--- src/hw/mem_axi_pkg.sv ---
// memory bridge shared definitions
package mem_axi_pkg;

  // physical address and data widths
  localparam int PADDR_W = 40;
  localparam int DATA_W = 64;
  localparam int STRB_W = 8; // one strobe per data byte

  // AXI burst encoding for INCR
  localparam logic [1:0] axi_burst_incr = 2'b01;

  typedef logic [PADDR_W-1:0] paddr_t;
  typedef logic [DATA_W-1:0] data_t;
  typedef logic [STRB_W-1:0] strb_t;

  // request kinds, both write codes mean a store
  typedef enum logic [1:0] {
    e_mem_rd    = 2'b00,
    e_mem_wr    = 2'b01,
    e_mem_uc_rd = 2'b10,
    e_mem_uc_wr = 2'b11
  } mem_msg_type_e;

  // encoded as log2 of the byte count, same as AxSIZE
  typedef enum logic [2:0] {
    e_size_1 = 3'd0,
    e_size_2 = 3'd1,
    e_size_4 = 3'd2,
    e_size_8 = 3'd3
  } mem_msg_size_e;

endpackage

--- src/hw/mem_msg_if.sv ---
// memory message stream interface
`timescale 1ns/1ns

interface mem_msg_if;
  import mem_axi_pkg::*;

  mem_msg_type_e msg_type;
  mem_msg_size_e size;
  paddr_t addr;
  data_t data;
  logic v;     // held with all fields until the transfer
  logic ready;

  modport producer (
    output msg_type,
    output size,
    output addr,
    output data,
    output v,
    input  ready
  );

  modport consumer (
    input  msg_type,
    input  size,
    input  addr,
    input  data,
    input  v,
    output ready
  );

endinterface

--- src/hw/axi_single_beat_fsm.sv ---
// single-beat AXI request engine
`timescale 1ns/1ns

module axi_single_beat_fsm (
  input  logic                clk_i,
  input  logic                reset_i,
  mem_msg_if.consumer         fwd_i,
  mem_msg_if.producer         rev_o,

  output mem_axi_pkg::paddr_t m_axi_awaddr_o,
  output logic                m_axi_awvalid_o,
  output logic [7:0]          m_axi_awlen_o,
  output logic [2:0]          m_axi_awsize_o,
  output logic [1:0]          m_axi_awburst_o,
  input  logic                m_axi_awready_i,

  output mem_axi_pkg::data_t  m_axi_wdata_o,
  output mem_axi_pkg::strb_t  m_axi_wstrb_o,
  output logic                m_axi_wlast_o,
  output logic                m_axi_wvalid_o,
  input  logic                m_axi_wready_i,

  input  logic                m_axi_bvalid_i,
  output logic                m_axi_bready_o,

  output mem_axi_pkg::paddr_t m_axi_araddr_o,
  output logic                m_axi_arvalid_o,
  output logic [7:0]          m_axi_arlen_o,
  output logic [2:0]          m_axi_arsize_o,
  output logic [1:0]          m_axi_arburst_o,
  input  logic                m_axi_arready_i,

  input  mem_axi_pkg::data_t  m_axi_rdata_i,
  input  logic                m_axi_rvalid_i,
  output logic                m_axi_rready_o
);
  import mem_axi_pkg::*;

  typedef enum logic [2:0] {
    e_idle,
    e_write,
    e_wresp,
    e_read,
    e_rdata
  } state_e;

  state_e state_r;
  state_e state_n;
  logic aw_sent_r;
  logic w_sent_r;
  logic aw_hs;
  logic w_hs;
  logic rev_hs;
  logic req_write;
  logic [2:0] lane;

  assign req_write = fwd_i.msg_type inside {e_mem_wr, e_mem_uc_wr};
  assign lane = fwd_i.addr[2:0];

  // request fields stay on the FIFO head until the response pops it
  assign m_axi_awaddr_o = fwd_i.addr;
  assign m_axi_awlen_o = 8'd0;
  assign m_axi_awsize_o = fwd_i.size;
  assign m_axi_awburst_o = axi_burst_incr;
  assign m_axi_wdata_o = fwd_i.data;
  assign m_axi_wlast_o = 1'b1; // always one beat
  assign m_axi_araddr_o = fwd_i.addr;
  assign m_axi_arlen_o = 8'd0;
  assign m_axi_arsize_o = fwd_i.size;
  assign m_axi_arburst_o = axi_burst_incr;

  // byte mask moved to the addressed lane
  always_comb begin
    case (fwd_i.size)
      e_size_1: m_axi_wstrb_o = strb_t'('h01) << lane;
      e_size_2: m_axi_wstrb_o = strb_t'('h03) << lane;
      e_size_4: m_axi_wstrb_o = strb_t'('h0f) << lane;
      default:  m_axi_wstrb_o = '1; // full word
    endcase
  end

  assign m_axi_awvalid_o = (state_r == e_write) & ~aw_sent_r;
  assign m_axi_wvalid_o = (state_r == e_write) & ~w_sent_r;
  assign m_axi_arvalid_o = (state_r == e_read);
  assign aw_hs = m_axi_awvalid_o & m_axi_awready_i;
  assign w_hs = m_axi_wvalid_o & m_axi_wready_i;

  // response side only moves when the response buffer can take it
  assign m_axi_bready_o = (state_r == e_wresp) & rev_o.ready;
  assign m_axi_rready_o = (state_r == e_rdata) & rev_o.ready;
  assign rev_o.v = ((state_r == e_wresp) & m_axi_bvalid_i)
                 | ((state_r == e_rdata) & m_axi_rvalid_i);
  assign rev_hs = rev_o.v & rev_o.ready;

  assign rev_o.msg_type = fwd_i.msg_type;
  assign rev_o.size = fwd_i.size;
  assign rev_o.addr = fwd_i.addr;
  assign rev_o.data = m_axi_rdata_i;

  assign fwd_i.ready = rev_hs; // pop request with its response

  always_comb begin
    state_n = state_r;
    case (state_r)
      e_idle: begin
        if (fwd_i.v) begin
          state_n = req_write ? e_write : e_read;
        end
      end
      e_write: begin
        if ((aw_sent_r | aw_hs) & (w_sent_r | w_hs)) begin
          state_n = e_wresp;
        end
      end
      e_read: begin
        if (m_axi_arready_i) begin
          state_n = e_rdata;
        end
      end
      e_wresp, e_rdata: begin
        if (rev_hs) begin
          state_n = e_idle;
        end
      end
      default: state_n = e_idle;
    endcase
  end

  always_ff @(posedge clk_i) begin
    if (reset_i) begin
      state_r <= e_idle;
      aw_sent_r <= 1'b0;
      w_sent_r <= 1'b0;
    end else begin
      state_r <= state_n;
      if (state_r == e_idle) begin
        aw_sent_r <= 1'b0;
        w_sent_r <= 1'b0;
      end else begin
        aw_sent_r <= aw_sent_r | aw_hs;
        w_sent_r <= w_sent_r | w_hs;
      end
    end
  end

  aw_hold_a: assert property (@(posedge clk_i) disable iff (reset_i)
    m_axi_awvalid_o && !m_axi_awready_i |=> m_axi_awvalid_o);

  aw_ar_excl_a: assert property (@(posedge clk_i) disable iff (reset_i)
    !(m_axi_awvalid_o && m_axi_arvalid_o));

endmodule

--- src/hw/mem_axi_bridge.sv ---
// memory stream to AXI4 bridge
`timescale 1ns/1ns

module mem_axi_bridge (
  input  logic                       clk_i,
  input  logic                       reset_i,

  input  mem_axi_pkg::mem_msg_type_e mem_fwd_type_i,
  input  mem_axi_pkg::mem_msg_size_e mem_fwd_size_i,
  input  mem_axi_pkg::paddr_t        mem_fwd_addr_i,
  input  mem_axi_pkg::data_t         mem_fwd_data_i,
  input  logic                       mem_fwd_v_i,
  output logic                       mem_fwd_ready_o,

  output mem_axi_pkg::mem_msg_type_e mem_rev_type_o,
  output mem_axi_pkg::mem_msg_size_e mem_rev_size_o,
  output mem_axi_pkg::paddr_t        mem_rev_addr_o,
  output mem_axi_pkg::data_t         mem_rev_data_o,
  output logic                       mem_rev_v_o,
  input  logic                       mem_rev_ready_i,

  output mem_axi_pkg::paddr_t        m_axi_awaddr_o,
  output logic                       m_axi_awvalid_o,
  output logic [7:0]                 m_axi_awlen_o,
  output logic [2:0]                 m_axi_awsize_o,
  output logic [1:0]                 m_axi_awburst_o,
  input  logic                       m_axi_awready_i,

  output mem_axi_pkg::data_t         m_axi_wdata_o,
  output mem_axi_pkg::strb_t         m_axi_wstrb_o,
  output logic                       m_axi_wlast_o,
  output logic                       m_axi_wvalid_o,
  input  logic                       m_axi_wready_i,

  input  logic                       m_axi_bvalid_i,
  output logic                       m_axi_bready_o,

  output mem_axi_pkg::paddr_t        m_axi_araddr_o,
  output logic                       m_axi_arvalid_o,
  output logic [7:0]                 m_axi_arlen_o,
  output logic [2:0]                 m_axi_arsize_o,
  output logic [1:0]                 m_axi_arburst_o,
  input  logic                       m_axi_arready_i,

  input  mem_axi_pkg::data_t         m_axi_rdata_i,
  input  logic                       m_axi_rvalid_i,
  output logic                       m_axi_rready_o
);

  mem_msg_if fwd_if ();
  mem_msg_if rev_if ();

  // incoming requests wait here
  mem_req_fifo req_fifo (
    .clk_i           (clk_i),
    .reset_i         (reset_i),
    .mem_fwd_type_i  (mem_fwd_type_i),
    .mem_fwd_size_i  (mem_fwd_size_i),
    .mem_fwd_addr_i  (mem_fwd_addr_i),
    .mem_fwd_data_i  (mem_fwd_data_i),
    .mem_fwd_v_i     (mem_fwd_v_i),
    .mem_fwd_ready_o (mem_fwd_ready_o),
    .fwd_o           (fwd_if.producer)
  );

  axi_single_beat_fsm axi_fsm (
    .clk_i           (clk_i),
    .reset_i         (reset_i),
    .fwd_i           (fwd_if.consumer),
    .rev_o           (rev_if.producer),
    .m_axi_awaddr_o  (m_axi_awaddr_o),
    .m_axi_awvalid_o (m_axi_awvalid_o),
    .m_axi_awlen_o   (m_axi_awlen_o),
    .m_axi_awsize_o  (m_axi_awsize_o),
    .m_axi_awburst_o (m_axi_awburst_o),
    .m_axi_awready_i (m_axi_awready_i),
    .m_axi_wdata_o   (m_axi_wdata_o),
    .m_axi_wstrb_o   (m_axi_wstrb_o),
    .m_axi_wlast_o   (m_axi_wlast_o),
    .m_axi_wvalid_o  (m_axi_wvalid_o),
    .m_axi_wready_i  (m_axi_wready_i),
    .m_axi_bvalid_i  (m_axi_bvalid_i),
    .m_axi_bready_o  (m_axi_bready_o),
    .m_axi_araddr_o  (m_axi_araddr_o),
    .m_axi_arvalid_o (m_axi_arvalid_o),
    .m_axi_arlen_o   (m_axi_arlen_o),
    .m_axi_arsize_o  (m_axi_arsize_o),
    .m_axi_arburst_o (m_axi_arburst_o),
    .m_axi_arready_i (m_axi_arready_i),
    .m_axi_rdata_i   (m_axi_rdata_i),
    .m_axi_rvalid_i  (m_axi_rvalid_i),
    .m_axi_rready_o  (m_axi_rready_o)
  );

  mem_resp_reg resp_reg (
    .clk_i           (clk_i),
    .reset_i         (reset_i),
    .rev_i           (rev_if.consumer),
    .mem_rev_type_o  (mem_rev_type_o),
    .mem_rev_size_o  (mem_rev_size_o),
    .mem_rev_addr_o  (mem_rev_addr_o),
    .mem_rev_data_o  (mem_rev_data_o),
    .mem_rev_v_o     (mem_rev_v_o),
    .mem_rev_ready_i (mem_rev_ready_i)
  );

endmodule

--- src/hw/mem_req_fifo.sv ---
// two-entry request buffer
`timescale 1ns/1ns

module mem_req_fifo (
  input  logic                       clk_i,
  input  logic                       reset_i,
  input  mem_axi_pkg::mem_msg_type_e mem_fwd_type_i,
  input  mem_axi_pkg::mem_msg_size_e mem_fwd_size_i,
  input  mem_axi_pkg::paddr_t        mem_fwd_addr_i,
  input  mem_axi_pkg::data_t         mem_fwd_data_i,
  input  logic                       mem_fwd_v_i,
  output logic                       mem_fwd_ready_o,
  mem_msg_if.producer                fwd_o
);
  import mem_axi_pkg::*;

  mem_msg_type_e type_mem [2];
  mem_msg_size_e size_mem [2];
  paddr_t addr_mem [2];
  data_t data_mem [2];

  logic wr_ptr_r;
  logic rd_ptr_r;
  logic [1:0] count_r;
  logic push;
  logic pop;

  assign mem_fwd_ready_o = (count_r != 2'd2);
  assign push = mem_fwd_v_i & mem_fwd_ready_o;
  assign pop = fwd_o.v & fwd_o.ready;

  // oldest entry goes out
  assign fwd_o.v = (count_r != 2'd0);
  assign fwd_o.msg_type = type_mem[rd_ptr_r];
  assign fwd_o.size = size_mem[rd_ptr_r];
  assign fwd_o.addr = addr_mem[rd_ptr_r];
  assign fwd_o.data = data_mem[rd_ptr_r];

  always_ff @(posedge clk_i) begin
    if (push) begin
      type_mem[wr_ptr_r] <= mem_fwd_type_i;
      size_mem[wr_ptr_r] <= mem_fwd_size_i;
      addr_mem[wr_ptr_r] <= mem_fwd_addr_i;
      data_mem[wr_ptr_r] <= mem_fwd_data_i;
    end
  end

  always_ff @(posedge clk_i) begin
    if (reset_i) begin
      wr_ptr_r <= 1'b0;
      rd_ptr_r <= 1'b0;
      count_r <= 2'd0;
    end else begin
      if (push) begin
        wr_ptr_r <= ~wr_ptr_r;
      end
      if (pop) begin
        rd_ptr_r <= ~rd_ptr_r;
      end
      count_r <= count_r + 2'(push) - 2'(pop); // both at once keeps the count
    end
  end

  count_max_a: assert property (@(posedge clk_i) disable iff (reset_i)
    count_r <= 2'd2);

endmodule

--- src/hw/mem_resp_reg.sv ---
// one-entry response buffer
`timescale 1ns/1ns

module mem_resp_reg (
  input  logic                       clk_i,
  input  logic                       reset_i,
  mem_msg_if.consumer                rev_i,
  output mem_axi_pkg::mem_msg_type_e mem_rev_type_o,
  output mem_axi_pkg::mem_msg_size_e mem_rev_size_o,
  output mem_axi_pkg::paddr_t        mem_rev_addr_o,
  output mem_axi_pkg::data_t         mem_rev_data_o,
  output logic                       mem_rev_v_o,
  input  logic                       mem_rev_ready_i
);
  import mem_axi_pkg::*;

  mem_msg_type_e type_r;
  mem_msg_size_e size_r;
  paddr_t addr_r;
  data_t data_r;
  logic valid_r;
  logic load;

  // free, or draining this cycle
  assign rev_i.ready = ~valid_r | mem_rev_ready_i;
  assign load = rev_i.v & rev_i.ready;

  always_ff @(posedge clk_i) begin
    if (load) begin
      type_r <= rev_i.msg_type;
      size_r <= rev_i.size;
      addr_r <= rev_i.addr;
      data_r <= rev_i.data;
    end
  end

  always_ff @(posedge clk_i) begin
    if (reset_i) begin
      valid_r <= 1'b0;
    end else if (load) begin
      valid_r <= 1'b1;
    end else if (mem_rev_ready_i) begin
      valid_r <= 1'b0;
    end
  end

  assign mem_rev_type_o = type_r;
  assign mem_rev_size_o = size_r;
  assign mem_rev_addr_o = addr_r;
  assign mem_rev_data_o = data_r;
  assign mem_rev_v_o = valid_r;

  hold_a: assert property (@(posedge clk_i) disable iff (reset_i)
    mem_rev_v_o && !mem_rev_ready_i |=> mem_rev_v_o && $stable(mem_rev_data_o)
      && $stable(mem_rev_addr_o) && $stable(mem_rev_type_o) && $stable(mem_rev_size_o));

endmodule

--- config.mk ---
export PLATFORM = sky130hd
export DESIGN_NAME = mem_axi_bridge
export DESIGN_NICKNAME = d
export VERILOG_FILES = /design/src/hw/mem_axi_pkg.sv /design/src/hw/mem_msg_if.sv /design/src/hw/axi_single_beat_fsm.sv /design/src/hw/mem_axi_bridge.sv /design/src/hw/mem_req_fifo.sv /design/src/hw/mem_resp_reg.sv
export SDC_FILE = /design/constraint.sdc
export NUM_CORES = 1
export LEC_CHECK = 0
export BUFFER_PORTS_ARGS = -buffer_cell sky130_fd_sc_hd__buf_4
export CORE_AREA = 2 2 186 188
export CTS_CLUSTER_SIZE = 40
export DETAILED_ROUTE_END_ITERATION = 10
export DIE_AREA = 0 0 188 190
export PLACE_DENSITY_LB_ADDON = 0.1
export SLEW_MARGIN = 20
export SYNTH_ARGS = -nofsm -noshare
export SYNTH_HDL_FRONTEND = slang
export SYNTH_SLANG_ARGS = --single-unit
--- constraint.sdc ---
create_clock -name clk_i -period 13.85 [get_ports clk_i]
set_input_delay 1.385 -clock clk_i [delete_from_list [all_inputs] [get_ports clk_i]]
set_output_delay 1.385 -clock clk_i [all_outputs]
set_load 0.02 [all_outputs]
==> run metrics <==
Max Root-Sink Buffers 3; placed instance count 1474; io pins 477; setup_tns 0 ps; std cell rows 68; Clock Tree Root clkbuf_16; crit-path max FO 69; GPL Wtd Cong 0.7727; Via Count 6834; antenna viol nets, final 0; sequential share of power 44.5%; Via-to-Cell Ratio 4.441; Clock Sinks 338; switching power share of the total 27.83%; clock power share 31.9%; P_sw 0.8406 mW; Nets 1243; largest net degree at the start of global routing 78; setup bufs post-CTS 0; GRT Residual Overflow 0; PortBufs 455; multi-input logic area 1873 um2; number of buffers created by CTS 38; die width 188 um; count of final setup violators 0; Max-Cap Viols 0; Clock Skews 16.80 ps; die area 35720 um2; Synth Register Bits 338; critical path type register to primary output; fin cells 1539; dpl ws 9842 ps; gr busiest metal met2; cell taking the most area after synthesis edfxtp_1; RSZ-0062 raised after global routing false; CP Data Arrival Time 2900 ps; GR Util met1 18.85%; mapped cell area 12440 um2; initial core utilization 36.64%; Cell variety after synth 40; initial antenna violation count 0; Clk pin slew, worst setup/hold paths 50 ps; fin. max-slew vios 0; hold_ws 513.9 ps; P&R area growth vs syn 38.18%; M2 GR Usage 27.97%; layout cell share with drive strength beyond 1 57.47%; 1st-iter DRT viols 354; final worst slack 9561 ps; Max Clock Freq 0.2331 GHz; peak supply drop 0.1176 mV; synth top area cells edfxtp_1, mux2_2, buf_4, dfxtp_1, nor2_1; final hold violation count 0; Max H-tree Level 2; later-pin clock latency in the skew report 510 ps; DIE HEIGHT 190 um; WL/cell 20.05 um; vias in the first global route 6756; met3 Resource Use GR 7.102%; Hold Buf Count CTS 0; Post-Route WL 30860 um; Static Leak 6.637 nW; Power Total 3.021 mW; Worst Path Required 12470 ps; Pint 2.180 mW; post-synth top area share 78.95%; Logic pwr share 23.6%; Filler Cell Count 2914; first-pass GRT wire length 43550 um; startpoint types register; DP HPWL 22160 um; Period Utilization, post-route 30.97%; Hold WC Path Type register to register; area of the core 33950 um2; cell count after synthesis 619; DRC 0; Antenna Cells 0; Power Dens Cells 175.8 nW/um2; Reg area 10040 um2; Slew @ Worst Pin 1035 ps; synth warn 0; synthesized area per cell 20.09 um2; CP Capture Type primary output; fin crit period 4289 ps; # resized after CTS 0; GR Util All Layers 16.48%; TritonCTS clock tree done; Seq/Total Area, Yosys 80.72%; Worst slew margin 31.01%; drt first pass iters 4; status complete, no violations
## layer usage
layer | routed length [um] | up-vias | part of all wire (%)
met5 | 0 | - | 0
met4 | 769 | 0 | 2.5
met3 | 3290 | 48 | 11
met2 | 15220 | 318 | 49
met1 | 11580 | 3301 | 38
li1 | - | 3167 | -
## synth_stat cells (all sizes together)
library cell  instances
and3                  1
edfxtp              327
o31ai                 2
o21ai                 9
a2bb2oi               1
o22ai                 1
and2b                 1
dfxtp                11
a21o                  1
xnor2                 2
nand2b                4
buf                  79
a221oi                1
inv                  10
nor3                  7
o221a                 1
mux2i                 7
nand3                 1
nand3b                2
nor2b                 3
conb                  2
xor2                  2
a21oi                 7
nand2                 6
a211oi                2
ha                    2
clkbuf                1
nor2                 19
a2111oi               2
mux2                105
## registers in the layout, indices dropped and copies added (netlist names), named ones only
signal and cells:
axi_fsm.aw_sent_r 1, req_fifo.size_mem 6, resp_reg.mem_rev_v_o 1, req_fifo.data_mem 128
resp_reg.mem_rev_size_o 3, req_fifo.addr_mem 80, req_fifo.rd_ptr_r 1, resp_reg.mem_rev_type_o 2
axi_fsm.state_r 3, resp_reg.mem_rev_data_o 64, resp_reg.mem_rev_addr_o 40, req_fifo.wr_ptr_r 1
axi_fsm.w_sent_r 1, req_fifo.count_r 2, req_fifo.type_mem 4
## power by group through the flow
stage | clock network [mW] | registers [mW] | logic (mW)
2_1_floorplan | 0 | 1.42 | 0.381
3_3_place_gp | 0 | 1.36 | 0.727
3_5_place_dp | 0 | 1.37 | 0.727
4_1_cts | 0.989 | 1.35 | 0.729
5_1_grt | 1.03 | 1.36 | 0.761
6_report | 0.964 | 1.34 | 0.714
## placed cells by master (no fill, tap or decap), types with 2 or more instances in the layout
cell type  instances
o21ai_0            9
ha_1               2
dfxtp_1           10
nand2_1            6
inv_1              9
mux2i_1            5
nor2_1            18
nand2b_1           3
buf_4            461
mux2_1             2
nor3_1             7
clkinv_2           2
a21oi_1            7
bufinv_16          3
conb_1            21
xnor2_1            2
clkbuf_1          14
edfxtp_1         327
clkbuf_16         41
clkinv_1           4
mux2_2           102
o31ai_1            2
nor2b_1            3
xor2_1             2
nand3b_4           2
## metrics by stage
step	cell area (um2)	utilization [%]
finish	17190	50.62
global route	17190	50.62
CTS	17190	50.62
detailed placement	15980	47.08
global placement	15980	47.08
floorplan	12510	-
## cell type report
cell class                      count  share of cell area, %
Sequential cell                   338                  58.44
Timing Repair Buffer              461                  20.14
Multi-Input combinational cell    210                  10.90
Clock buffer                       55                  6.276
Tap cell                          455                  3.313
Clock inverter                     10                 0.7135
Inverter                           10                 0.2184
## critical path, stage by stage, from the launching register on
cell and delay [ps]:
dfxtp_4 780, buf_4 840, mux2_2 470, buf_4 170
## path summary, 6_finish.rpt
path / endpoint / depth (start not counted) / slack (ps) / start
setup / recovery: m_axi_awaddr_o[39] / 3 / 9560 / register
hold reg to reg: register / 2 / 510 / req_fifo.rd_ptr_r
hold / removal: register / 2 / 510 / req_fifo.rd_ptr_r
setup reg to reg: resp_reg.mem_rev_data_o[14] / 4 / 10870 / axi_fsm.state_r[1]
## cells by family (layout without fill, tap and decap cells)
logic type / count (synthesis) / after routing / share of synthesized area (%)
and+or+nand+nor: 44 / 44 / 1.922
AOI/OAI and AO/OA: 27 / 27 / 1.690
DFF: 338 / 338 / 80.72
muxes: 112 / 112 / 10.23
adders and majority gates: 2 / 2 / 0.2012
xor gates and xnor gates: 4 / 4 / 0.2817
other: 2 / 21 / 0.06038
buffers and inverters: 90 / 536 / 4.889
No activity file was read; power rests on OpenSTA's default activity.
